$ cat src/hdl/raster_pkg.sv
`default_nettype none

package raster_pkg;

    typedef logic [8:0] px_cnt_t;    // Pixel or line count on one axis
    typedef logic [5:0] len_t;       // Porch or sync length

    // Timing of one axis, fields in raster order
    // Valid when every field is nonzero and the sum stays within 511
    typedef struct packed {
        px_cnt_t active;             // Visible positions
        len_t    front;              // Blanked positions before sync
        len_t    sync;               // Sync width
        len_t    back;               // Blanked positions after sync
    } axis_cfg_t;

    // Raster levels shared by generator and measuring side
    typedef struct packed {
        logic lhbl;                  // High during horizontal active
        logic lvbl;                  // High during vertical active
        logic hs;                    // High during horizontal sync
        logic vs;                    // High during vertical sync
    } video_sync_t;

endpackage

`default_nettype wire
$ cat src/hdl/meas_pkg.sv
`default_nettype none

package meas_pkg;

    // Recovered timing of one axis
    typedef struct packed {
        raster_pkg::px_cnt_t total;  // Active length minus one, low byte mirrored on flip
        raster_pkg::len_t    bs_len; // Blank start to sync start
        raster_pkg::len_t    sy_len; // Sync length
        raster_pkg::len_t    sa_len; // Sync end to active start
    } axis_meas_t;

endpackage

`default_nettype wire

$ cat src/hdl/sync_meter_top.sv
`default_nettype none

module sync_meter_top (
    input  wire logic                   clk,
    input  wire logic                   rst,
    input  wire logic                   pxl_cen,   // Pixel clock enable
    input  wire logic                   flip,      // Mirror measured totals
    input  wire raster_pkg::axis_cfg_t  h_cfg,     // Horizontal timing
    input  wire raster_pkg::axis_cfg_t  v_cfg,     // Vertical timing
    output raster_pkg::video_sync_t     raster,    // Generated levels
    output logic                        rdy,       // Measurements valid
    output meas_pkg::axis_meas_t        h_meas,    // Horizontal result
    output meas_pkg::axis_meas_t        v_meas     // Vertical result
);

    // Producer, raster also leaves the top unchanged
    video_timing_gen video_timing_gen_i (
        .clk     (clk),
        .rst     (rst),
        .pxl_cen (pxl_cen),
        .h_cfg   (h_cfg),
        .v_cfg   (v_cfg),
        .raster  (raster)
    );

    // Consumer, fed straight from the generator
    video_counter video_counter_i (
        .clk     (clk),
        .rst     (rst),
        .pxl_cen (pxl_cen),
        .flip    (flip),
        .raster  (raster),
        .rdy     (rdy),
        .h_meas  (h_meas),
        .v_meas  (v_meas)
    );

endmodule

`default_nettype wire

$ cat src/hdl/video_counter.sv
`default_nettype none

module video_counter (
    input  wire logic                    clk,
    input  wire logic                    rst,
    input  wire logic                    pxl_cen,   // Pixel clock enable
    input  wire logic                    flip,      // Flipped screen
    input  wire raster_pkg::video_sync_t raster,    // Levels under measurement
    output logic                         rdy,       // Measurements settled
    output meas_pkg::axis_meas_t         h_meas,
    output meas_pkg::axis_meas_t         v_meas
);
    logic       lhbl_l;                  // lhbl at the previous enabled pixel
    logic       lvbl_l;                  // lvbl at the previous line strobe
    logic       hbl_neg;                 // Horizontal blank starts
    logic       vbl_neg;                 // Vertical blank starts
    logic       v_step;                  // Line strobe
    logic [1:0] rdy_sh;                  // One stage per frame seen

    assign hbl_neg = !raster.lhbl && lhbl_l;
    assign vbl_neg = !raster.lvbl && lvbl_l;
    assign v_step  = pxl_cen && hbl_neg;     // Vertical levels only move here
    assign rdy     = rdy_sh[1];

    always_ff @(posedge clk) begin
        if (rst) begin
            lhbl_l <= 1'b0;
            lvbl_l <= 1'b0;
        end else if (pxl_cen) begin
            lhbl_l <= raster.lhbl;
            if (hbl_neg) begin
                lvbl_l <= raster.lvbl;
            end
        end
    end

    // A frame ends where both blankings start on the same pixel
    always_ff @(posedge clk) begin
        if (rst) begin
            rdy_sh <= '0;
        end else if (v_step && vbl_neg) begin
            rdy_sh <= {rdy_sh[0], 1'b1};     // Sticks high until reset
        end
    end

    sync_blank_counter h_cnt_i (
        .clk     (clk),
        .rst     (rst),
        .step    (pxl_cen),
        .flip    (flip),
        .sync    (raster.hs),
        .blank_n (raster.lhbl),
        .meas    (h_meas)
    );

    sync_blank_counter v_cnt_i (
        .clk     (clk),
        .rst     (rst),
        .step    (v_step),
        .flip    (flip),
        .sync    (raster.vs),
        .blank_n (raster.lvbl),
        .meas    (v_meas)
    );

endmodule

`default_nettype wire

$ cat src/hdl/sync_blank_counter.sv
`default_nettype none

module sync_blank_counter (
    input  wire logic            clk,
    input  wire logic            rst,
    input  wire logic            step,      // One sample per position on this axis
    input  wire logic            flip,      // Mirror the reported total
    input  wire logic            sync,      // High during the sync pulse
    input  wire logic            blank_n,   // High during active positions
    output meas_pkg::axis_meas_t meas       // Registered measurement
);
    import raster_pkg::*;

    px_cnt_t cnt;                       // Active positions of the current period
    len_t    aux;                       // Blanked positions since the last edge
    logic    sync_l;                    // Sync level at the previous step
    logic    blank_n_l;                 // Blank level at the previous step
    logic    sync_rise;
    logic    sync_fall;
    logic    act_start;                 // First active position

    assign sync_rise = sync && !sync_l;
    assign sync_fall = !sync && sync_l;
    assign act_start = blank_n && !blank_n_l;

    always_ff @(posedge clk) begin
        if (rst) begin
            sync_l    <= 1'b0;
            blank_n_l <= 1'b0;
        end else if (step) begin
            sync_l    <= sync;
            blank_n_l <= blank_n;
        end
    end

    always_ff @(posedge clk) begin
        if (rst) begin
            cnt  <= '0;
            aux  <= '0;
            meas <= '0;
        end else if (step) begin
            if (!blank_n) begin
                if (sync_rise) begin
                    meas.bs_len <= aux;      // Front porch complete
                    aux         <= 6'd1;     // This step is the first sync position
                end else if (sync_fall) begin
                    meas.sy_len <= aux;      // Sync pulse complete
                    aux         <= 6'd1;     // First back porch position
                end else begin
                    aux <= aux + 6'd1;
                end
            end else if (act_start) begin
                meas.sa_len <= aux;          // Back porch complete
                meas.total  <= cnt ^ {1'b0, {8{flip}}};
                aux         <= '0;
                cnt         <= '0;           // Counts from zero, ends at active minus one
            end else begin
                cnt <= cnt + 9'd1;
            end
        end
    end

endmodule

`default_nettype wire

$ cat src/hdl/video_timing_gen.sv
`default_nettype none

module video_timing_gen (
    input  wire logic                   clk,
    input  wire logic                   rst,
    input  wire logic                   pxl_cen,   // Pixel clock enable
    input  wire raster_pkg::axis_cfg_t  h_cfg,     // Horizontal timing request
    input  wire raster_pkg::axis_cfg_t  v_cfg,     // Vertical timing request
    output raster_pkg::video_sync_t     raster     // Registered blank and sync levels
);
    import raster_pkg::*;

    typedef enum logic [1:0] {
        ph_active,                     // Visible positions
        ph_front,                      // Blank before sync
        ph_sync,                       // Sync pulse
        ph_back                        // Blank after sync
    } phase_t;

    axis_cfg_t h_cfg_q;                // Horizontal timing of the running frame
    axis_cfg_t v_cfg_q;                // Vertical timing of the running frame
    phase_t    h_ph;
    phase_t    h_ph_nx;
    phase_t    v_ph;
    phase_t    v_ph_nx;
    px_cnt_t   h_pos;                  // Position inside the horizontal phase
    px_cnt_t   h_pos_nx;
    px_cnt_t   v_pos;                  // Line inside the vertical phase
    px_cnt_t   v_pos_nx;
    logic      h_end;                  // Last pixel of the horizontal phase
    logic      v_end;                  // Last line of the vertical phase
    logic      line_step;              // Horizontal machine leaves active
    logic      frame_wrap;             // Vertical machine enters the first active line

    // Last position index of a phase, so it compares directly with the counter
    function automatic px_cnt_t phase_last(phase_t ph, axis_cfg_t cfg);
        px_cnt_t len;
        case (ph)
            ph_active: len = cfg.active;
            ph_front:  len = px_cnt_t'(cfg.front);   // Zero extended
            ph_sync:   len = px_cnt_t'(cfg.sync);
            default:   len = px_cnt_t'(cfg.back);
        endcase
        return len - 9'd1;             // Fields are nonzero on a valid config
    endfunction

    function automatic phase_t phase_next(phase_t ph);
        case (ph)
            ph_active: return ph_front;
            ph_front:  return ph_sync;
            ph_sync:   return ph_back;
            default:   return ph_active;   // Back porch wraps to active
        endcase
    endfunction

    assign h_end      = (h_pos == phase_last(h_ph, h_cfg_q));
    assign v_end      = (v_pos == phase_last(v_ph, v_cfg_q));
    assign line_step  = pxl_cen && h_end && (h_ph == ph_active);   // Same edge as lhbl fall
    assign frame_wrap = line_step && v_end && (v_ph == ph_back);

    always_comb begin                  // Horizontal machine, one step per enabled pixel
        h_ph_nx  = h_ph;
        h_pos_nx = h_pos;
        if (pxl_cen) begin
            if (h_end) begin
                h_ph_nx  = phase_next(h_ph);
                h_pos_nx = '0;
            end else begin
                h_pos_nx = h_pos + 9'd1;
            end
        end
    end

    always_comb begin                  // Vertical machine, one step per line
        v_ph_nx  = v_ph;
        v_pos_nx = v_pos;
        if (line_step) begin
            if (v_end) begin
                v_ph_nx  = phase_next(v_ph);
                v_pos_nx = '0;
            end else begin
                v_pos_nx = v_pos + 9'd1;
            end
        end
    end

    always_ff @(posedge clk) begin
        if (rst) begin
            h_ph   <= ph_front;        // Start of front porch on both axes
            h_pos  <= '0;
            v_ph   <= ph_front;
            v_pos  <= '0;
            raster <= '0;              // Front porch decodes to all low
        end else begin
            h_ph        <= h_ph_nx;
            h_pos       <= h_pos_nx;
            v_ph        <= v_ph_nx;
            v_pos       <= v_pos_nx;
            raster.lhbl <= (h_ph_nx == ph_active);   // Decoded from next state
            raster.hs   <= (h_ph_nx == ph_sync);
            raster.lvbl <= (v_ph_nx == ph_active);
            raster.vs   <= (v_ph_nx == ph_sync);
        end
    end

    // New timing only at the frame boundary, so a frame never mixes two configs
    always_ff @(posedge clk) begin
        if (rst || frame_wrap) begin   // Loaded at reset too, the first frame needs one
            h_cfg_q <= h_cfg;
            v_cfg_q <= v_cfg;
        end
    end

endmodule

`default_nettype wire

$ cat config.mk
export PLATFORM = sky130hd
export DESIGN_NAME = sync_meter_top
export DESIGN_NICKNAME = d
export VERILOG_FILES = /design/src/hdl/raster_pkg.sv /design/src/hdl/meas_pkg.sv /design/src/hdl/sync_meter_top.sv /design/src/hdl/video_counter.sv /design/src/hdl/sync_blank_counter.sv /design/src/hdl/video_timing_gen.sv
export SDC_FILE = /design/constraint.sdc
export NUM_CORES = 1
export LEC_CHECK = 0
export BUFFER_PORTS_ARGS = -buffer_cell sky130_fd_sc_hd__buf_2
export CAP_MARGIN = 5
export CORE_UTILIZATION = 57
export DETAILED_ROUTE_END_ITERATION = 10
export GPL_TIMING_DRIVEN = 0
export PLACE_DENSITY = 0.8
export RECOVER_POWER = 25
export SYNTH_ARGS = -nofsm -noshare
export SYNTH_HDL_FRONTEND = slang
export SYNTH_SLANG_ARGS = --single-unit
$ cat constraint.sdc
create_clock -name clk -period 5.6 [get_ports clk]
set_input_delay 1.12 -clock clk [delete_from_list [all_inputs] [get_ports clk]]
set_output_delay 1.12 -clock clk [all_outputs]
set_load 0.01 [all_outputs]
======== Word-level counts from Yosys, hierarchy flattened ========
Cells that the tools add are included.
storage, ports and cells
  input bits .............................. 58
  logic and storage cells ................. 117
  memories kept ........................... 0
  bits in writable memories ............... 0
  output and inout bits ................... 59
  latch bits .............................. 0
  ROM bits ................................ 0
  bits in registers ....................... 171
cells by class
  eq/ne operators ......................... 11
  multipliers ............................. 0
  mux-type cells .......................... 20
  shift operators ......................... 0
  bitwise operators ....................... 6
  reduce and logical (&&, ||, !) cells .... 38
  add/subtract/negate cells ............... 8
  order comparisons ....................... 0
  divide/modulo/power cells ............... 0
operators with widths
  kind                 number
  $pmux 9 s3           2
  $mux 6               8
  $add 9x1->9 const B  4
  $mux 9               4
  $eq 9x9->1           2
  $sub 9x1->9 const B  2
  $xor 9x8->9          2
  $logic_and 1x1->1    14
  $add 6x1->6 const B  2
  $pmux 2 s3           2
  $reduce_and 3->1     4
  $eq 2x2->1 const B   5
  $reduce_and 2->1     5
  $logic_not 1->1      8
  $logic_not 2->1      4
  $mux 2               4
  $reduce_and 4->1     2
  $eq 2x1->1 const B   2
  $ne 2x1->1 const B   2
  $not 1->1            4
  $logic_or 1x1->1     1

======== Logic depth before layout (Yosys ltp) ========
  word-level depth ........................ 9
  gate-level depth with buffers ........... 16
  depth with buffers taken out ............ 13

======== Modules after synthesis ========
A second synthesis with hierarchy kept.
unflattened totals
  cell total of the unflattened synthesis .. 750
  area, all modules ....................... 7,693.6 um^2
modules (own cells, without submodules)
  module              instances  cells each  sequential area each (um^2)  area each (um^2)
  video_timing_gen    1          324         2,142.1                      3,787.4
  sync_blank_counter  2          206         880.8                        1,871.8
  video_counter       1          14          80.1                         162.7

======== Worst setup path before layout ========
Ideal clock, no wire load.
  path type ............................... reg-to-reg
  from .................................... register video_timing_gen_i.v_ph[1]
  to ...................................... register video_timing_gen_i.h_cfg_q[0] in the netlist's numbering (enable)
  required time ........................... 5.213 ns
  cell stages (with the launch flop) ...... 16
  data arrival time ....................... 4.096 ns
  setup slack ............................. 1.117 ns
  clock period less this slack ............ 4.483 ns
  path buffers ............................ 2
  setup time .............................. 0.387 ns
  path through ............................ dfxtp_1 > inv_1 > ha_1 > buf_2 > a22oi_1 > a22oi_2 > inv_1 > ha_1 > buf_1 > nand2b_1 > mux2_2 > o31ai_1 > a221oi_1 > or4_1 > nor4b_4 > a21o_2
on the way
  cells in the longest elaborated chain, start to end .. 7
  elaborated cells on any way between the ends .. 10
  classes of those cells .................. add/sub: 1; eq/ne: 4; mux: 1; reduce/logical: 4
ends and longest elaborated chain
  element                                   RTL line                 text
  from (decl)                               video_timing_gen.sv:24   phase_t v_ph;
  from (signal assigned)                    video_timing_gen.sv:91   v_ph <= ph_front;
  from (signal assigned)                    video_timing_gen.sv:97   v_ph <= v_ph_nx;
  $eq 2x2->1, or another cell as far along  video_timing_gen.sv:38   case (ph)
  $pmux 9 s3                                video_timing_gen.sv:38
  $sub 9x1->9                               video_timing_gen.sv:44   return len - 9'd1;
  $eq 9x9->1                                video_timing_gen.sv:57   assign v_end = (v_pos == phase_last(v_ph, v_cfg_q));
  $logic_and 1x1->1                         video_timing_gen.sv:59   assign frame_wrap = line_step && v_end && (v_ph == ph_back);
  $logic_and 1x1->1 (*)                     video_timing_gen.sv:59
  $logic_or 1x1->1 (*)                      video_timing_gen.sv:108  if (rst || frame_wrap) begin
  to (signal assigned)                      video_timing_gen.sv:109  h_cfg_q <= h_cfg;
  to (decl)                                 video_timing_gen.sv:20   axis_cfg_t h_cfg_q;
Mark *: on every way between the ends. The rest lies on a longest branch, timed or not.
A chain may end at the register's enable or synchronous reset.

======== Worst setup path after layout ========
  from .................................... register video_timing_gen_i.v_ph[0]
  to ...................................... register video_timing_gen_i.h_cfg_q[1] in the netlist's numbering (enable)
The elaborated chain is that of the path after synthesis.

==> summary.md <==
| Metric | Value |
|---|---|
| Last element of the critical path | `video_timing_gen_i.h_cfg_q[1]` |
| Core Area | `13240 um2` |
| First-pass GRT wire length | `26610 um` |
| Hold crit path type | `reg2reg` |
| Clk sinks | `170` |
| Multiplexer share of the synthesized area | `5.162%` |
| Area Growth Syn to Fin | `17.31%` |
| CP Buf/Inv Count | `4` |
| Die X | `118.5 um` |
| Vias in the first global route | `5738` |
| Startpoint types | `register` |
| Gpl congestion | `0.8377` |
| Unrepaired setup endpoints after global routing | `no` |
| CTS clk-pin slew, worst paths | `0.06 ns` |
| WL final | `16010 um` |
| Crit Path Category | `reg2reg` |
| Worst reg2reg path depth | `15` |
| Clock latency on the worst-skew pair | `0.43 ns` |
| Final Setup Violations | `0` |
| DP Wirelength | `11150 um` |
| WL/cell | `14.53 um` |
| Via total after detailed routing | `6098` |
| Root Buffer | `clkbuf_16` |
| Post-synthesis adder-cell area fraction | `2.751%` |
| Nets | `988` |
| Tightest Pin Transition | `0.8324 ns` |
| Syn. warnings | `0` |
| Placed insts | `1070` |
| R2r startpoint | `video_timing_gen_i.v_ph[0]` |
| Row count | `42` |
| Post-Synth Simple-Gate Area | `18.27%` |
| Largest family of logic cells by synthesized area | `simple AND/OR/NAND/NOR gates` |
| VDD IR-drop max | `0.2605 mV` |
| CP Capture Type | `register` |
| Critical path required time | `5.67 ns` |
| CP max stage cell | `a21o_4` |
| Routed Antenna Nets | `0` |
| Hold WS | `0.4550 ns` |
| Worst R2R Setup Slack | `0.64 ns` |
| Io pins | `117` |
| Syn avg cell area | `9.926 um2` |
| Design Power | `2.602 mW` |
| Max_cap viols | `0` |
| Post_cts resized | `0` |
| Number of I/O port buffers | `115` |
| Fillcell total | `1095` |
| Clock Path Buffers | `2` |
| Grt ovf | `0` |
| Final min period | `4.965 ns` |
| Fin crit share | `88.66%` |
| Max Freq | `0.2014 GHz` |
| Synth Instances | `779` |
| Max-slew violation count | `0` |
| Prevailing post-synth register cell | `dfxtp_1` |
| Max-slew headroom | `43.07%` |
| Worst EP arrival | `5.03 ns` |
| Post-synth ARST share | `0%` |
| Vias per cell | `5.534` |
| Largest fanout on the critical path | `54` |
| Worst setup path startpoint | `video_timing_gen_i.v_ph[0]` |
| Post-synth EDFFs | `54` |
| DR pass1 iterations | `5` |
| RR Endpoint | `video_timing_gen_i.h_cfg_q[1]` |
| Largest net degree at the start of global routing | `55` |
| Setup TNS | `0 ns` |
| DRC Markers | `0` |
| Crit. path cell count | `15` |
| Util after Layout | `68.50%` |
| Final Skew | `0.007453 ns` |
| Cell Area, Synth | `7732 um2` |
| Worst Hold Launch | `video_counter_i.v_cnt_i.meas[4]` |
| Complex-gate fraction of the synthesized area | `12.54%` |
| Overall Global Routing Usage | `24.01%` |
| Num CTS Buffers | `17` |
| P_leak | `3.562 nW` |
| Initial antenna violation count | `0` |
| Fin. Hold Viols | `0` |
| Final Non-Filler Cells | `1102` |
| CP peak stage delay | `0.60 ns` |
| N_diodes | `0` |
| Distinct cell type count after synthesis | `60` |
| Die area | `14040 um2` |
| Seq/Total Area, Yosys | `51.00%` |
| Power per cell area | `286.8 nW/um2` |
| Worst-path cell chain | `inv_1 -> ha_1 -> buf_2 -> a22oi_1 -> a22oi_2 -> inv_1 -> ha_1 -> buf_1 -> nand2b_1 -> mux2_2 -> o31ai_1 -> a221oi_1 -> or4_1 -> nor4b_4 -> a21o_4` |
| Syn Nets | `854` |
| Hold Path Stages | `2` |
| Layout cell share with drive strength beyond 1 | `17.82%` |
| Outcome | `finished, final reports clean` |
| Initial Util | `58.39%` |
| Die Y | `118.5 um` |
| Initial DRC Count | `408` |
| XOR/XNOR share of the synthesized area | `6.521%` |
| Post-CTS Setup Bufs | `0` |
| Htree depth | `4` |
| CTS Hold Buffers Added | `0` |
| CTS tree | `yes` |
| Flops & latches, synth | `170` |
| Crit-path leading delay family | `compound AO/OA/AOI/OAI gates` |
-- cell usage in the layout (no fill, tap or decap), types with 8 or more instances in the layout --
cell type	netlist	final
nor3_1	9	9
a211oi_1	19	19
clkbuf_1	25	39
nand3_1	19	19
ha_1	17	17
mux2i_1	35	35
nand4_1	13	13
nor2_1	87	87
or3_1	14	14
edfxtp_1	54	54
xnor2_1	34	34
nand2_1	78	78
xor2_1	21	21
nor2b_1	8	8
buf_2	7	110
clkbuf_16	0	17
inv_1	23	23
a22oi_1	15	15
o21ai_0	19	19
dfxtp_1	116	116
a21oi_1	58	58
and3_1	14	14
-- flip-flops by register name, summed over array words and instances, names as in the netlist, 2 cells and up --
name                          count
video_timing_gen_i.h_pos          9
video_timing_gen_i.raster         4
video_counter_i.h_cnt_i.cnt       9
video_timing_gen_i.v_cfg_q       27
video_counter_i.h_cnt_i.aux       6
video_timing_gen_i.v_ph           2
video_counter_i.v_cnt_i.aux       6
video_counter_i.v_cnt_i.cnt       9
video_timing_gen_i.h_cfg_q       27
video_counter_i.v_cnt_i.meas     27
video_counter_i.h_cnt_i.meas     27
video_counter_i.rdy_sh            2
video_timing_gen_i.h_ph           2
video_timing_gen_i.v_pos          9
-- logic make-up after synthesis --
group           after synthesis
simple gates                284
flops                       170
compound gates              147
buf+inv                      66
xor+xnor                     56
mux                          39
fa+ha+maj                    17
-- power breakdown --
group	switching (mW)	internal (mW)	total, mW
combinational	0.107	0.0729	0.180
clock	0.485	0.608	1.09
sequential	0.0182	1.31	1.33
-- synthesized netlist by cell type (3+ instances only) --
cell type	instances	area, um2
clkbuf_1	25	93.84
dfxtp_1	116	2322
a21oi_1	58	290.3
o31ai_1	6	45.04
or2_2	3	18.77
nor3_1	9	45.04
or4_1	5	37.54
edfxtp_1	54	1622
inv_1	23	86.33
ha_1	17	212.7
a222oi_1	4	40.04
xnor2_1	34	297.8
and3b_1	4	35.03
nor4_1	4	25.02
o211ai_1	6	45.04
mux2i_1	35	350.3
or3_1	14	87.58
nand3_1	19	95.09
a211oi_1	19	142.6
nor2b_1	8	50.05
nand2_1	78	292.8
o21ai_0	19	95.09
o2111ai_1	3	26.28
nor2_1	87	326.6
nand3b_1	3	22.52
buf_2	7	35.03
and3_1	14	87.58
a22oi_1	15	112.6
nor3b_1	4	30.03
buf_4	5	37.54
and2_1	5	31.28
xor2_1	21	183.9
nand2b_1	6	37.54
mux2_2	3	33.78
nand4_1	13	81.33
buf_1	4	15.01
-- layer usage --
metal  vias to the layer above  global-route usage (%)  routed length (um)
met4                         0                   9.573                 219
met1                      2889                   30.08                7233
li1                       3040                       -                   -
met3                        18                   5.598                 637
met2                       151                   40.11                7922
met5                         -                       0                   0
-- layout make-up --
class | count | area [um2] | share of cell area [%]
Sequential cell | 170 | 3944 | 43.48
Multi-Input combinational cell | 543 | 3505 | 38.63
Timing Repair Buffer | 115 | 560.5 | 6.179
Clock buffer | 17 | 425.4 | 4.690
Tap cell | 176 | 220.2 | 2.428
Buffer | 43 | 203.9 | 2.248
Clock inverter | 15 | 126.4 | 1.393
Inverter | 23 | 86.33 | 0.9517
-- how the worst min path moves through the flow --
stage / to / slack (ns)
after global routing: video_counter_i.v_cnt_i.meas[1] / 0.48
final: video_counter_i.v_cnt_i.meas[4] / 0.45
after CTS: video_counter_i.v_cnt_i.meas[3] / 0.45
after detailed placement: video_counter_i.v_cnt_i.meas[3] / 0.44
after floorplan: video_counter_i.rdy_sh[0] / 0.44
after global placement: video_counter_i.v_cnt_i.meas[4] / 0.44
-- metrics by stage --
stage / setup WS, ns / cell area [um2]
5_1_grt: 0.3976 / 9071
3_5_place_dp: 0.2772 / 8528
2_1_floorplan: 1.117 / 7732
4_1_cts: 0.2454 / 9080
6_report: 0.6352 / 9071
3_3_place_gp: 0.3696 / 8528
-- worst min-delay path, delay by kind of cell (launching register included) --
family / cells / cell delay (ns)
compound gates: 1 / 0.05
simple gates: 1 / 0.05
flops: 1 / 0.31
Power figures use the tool's default switching activity.
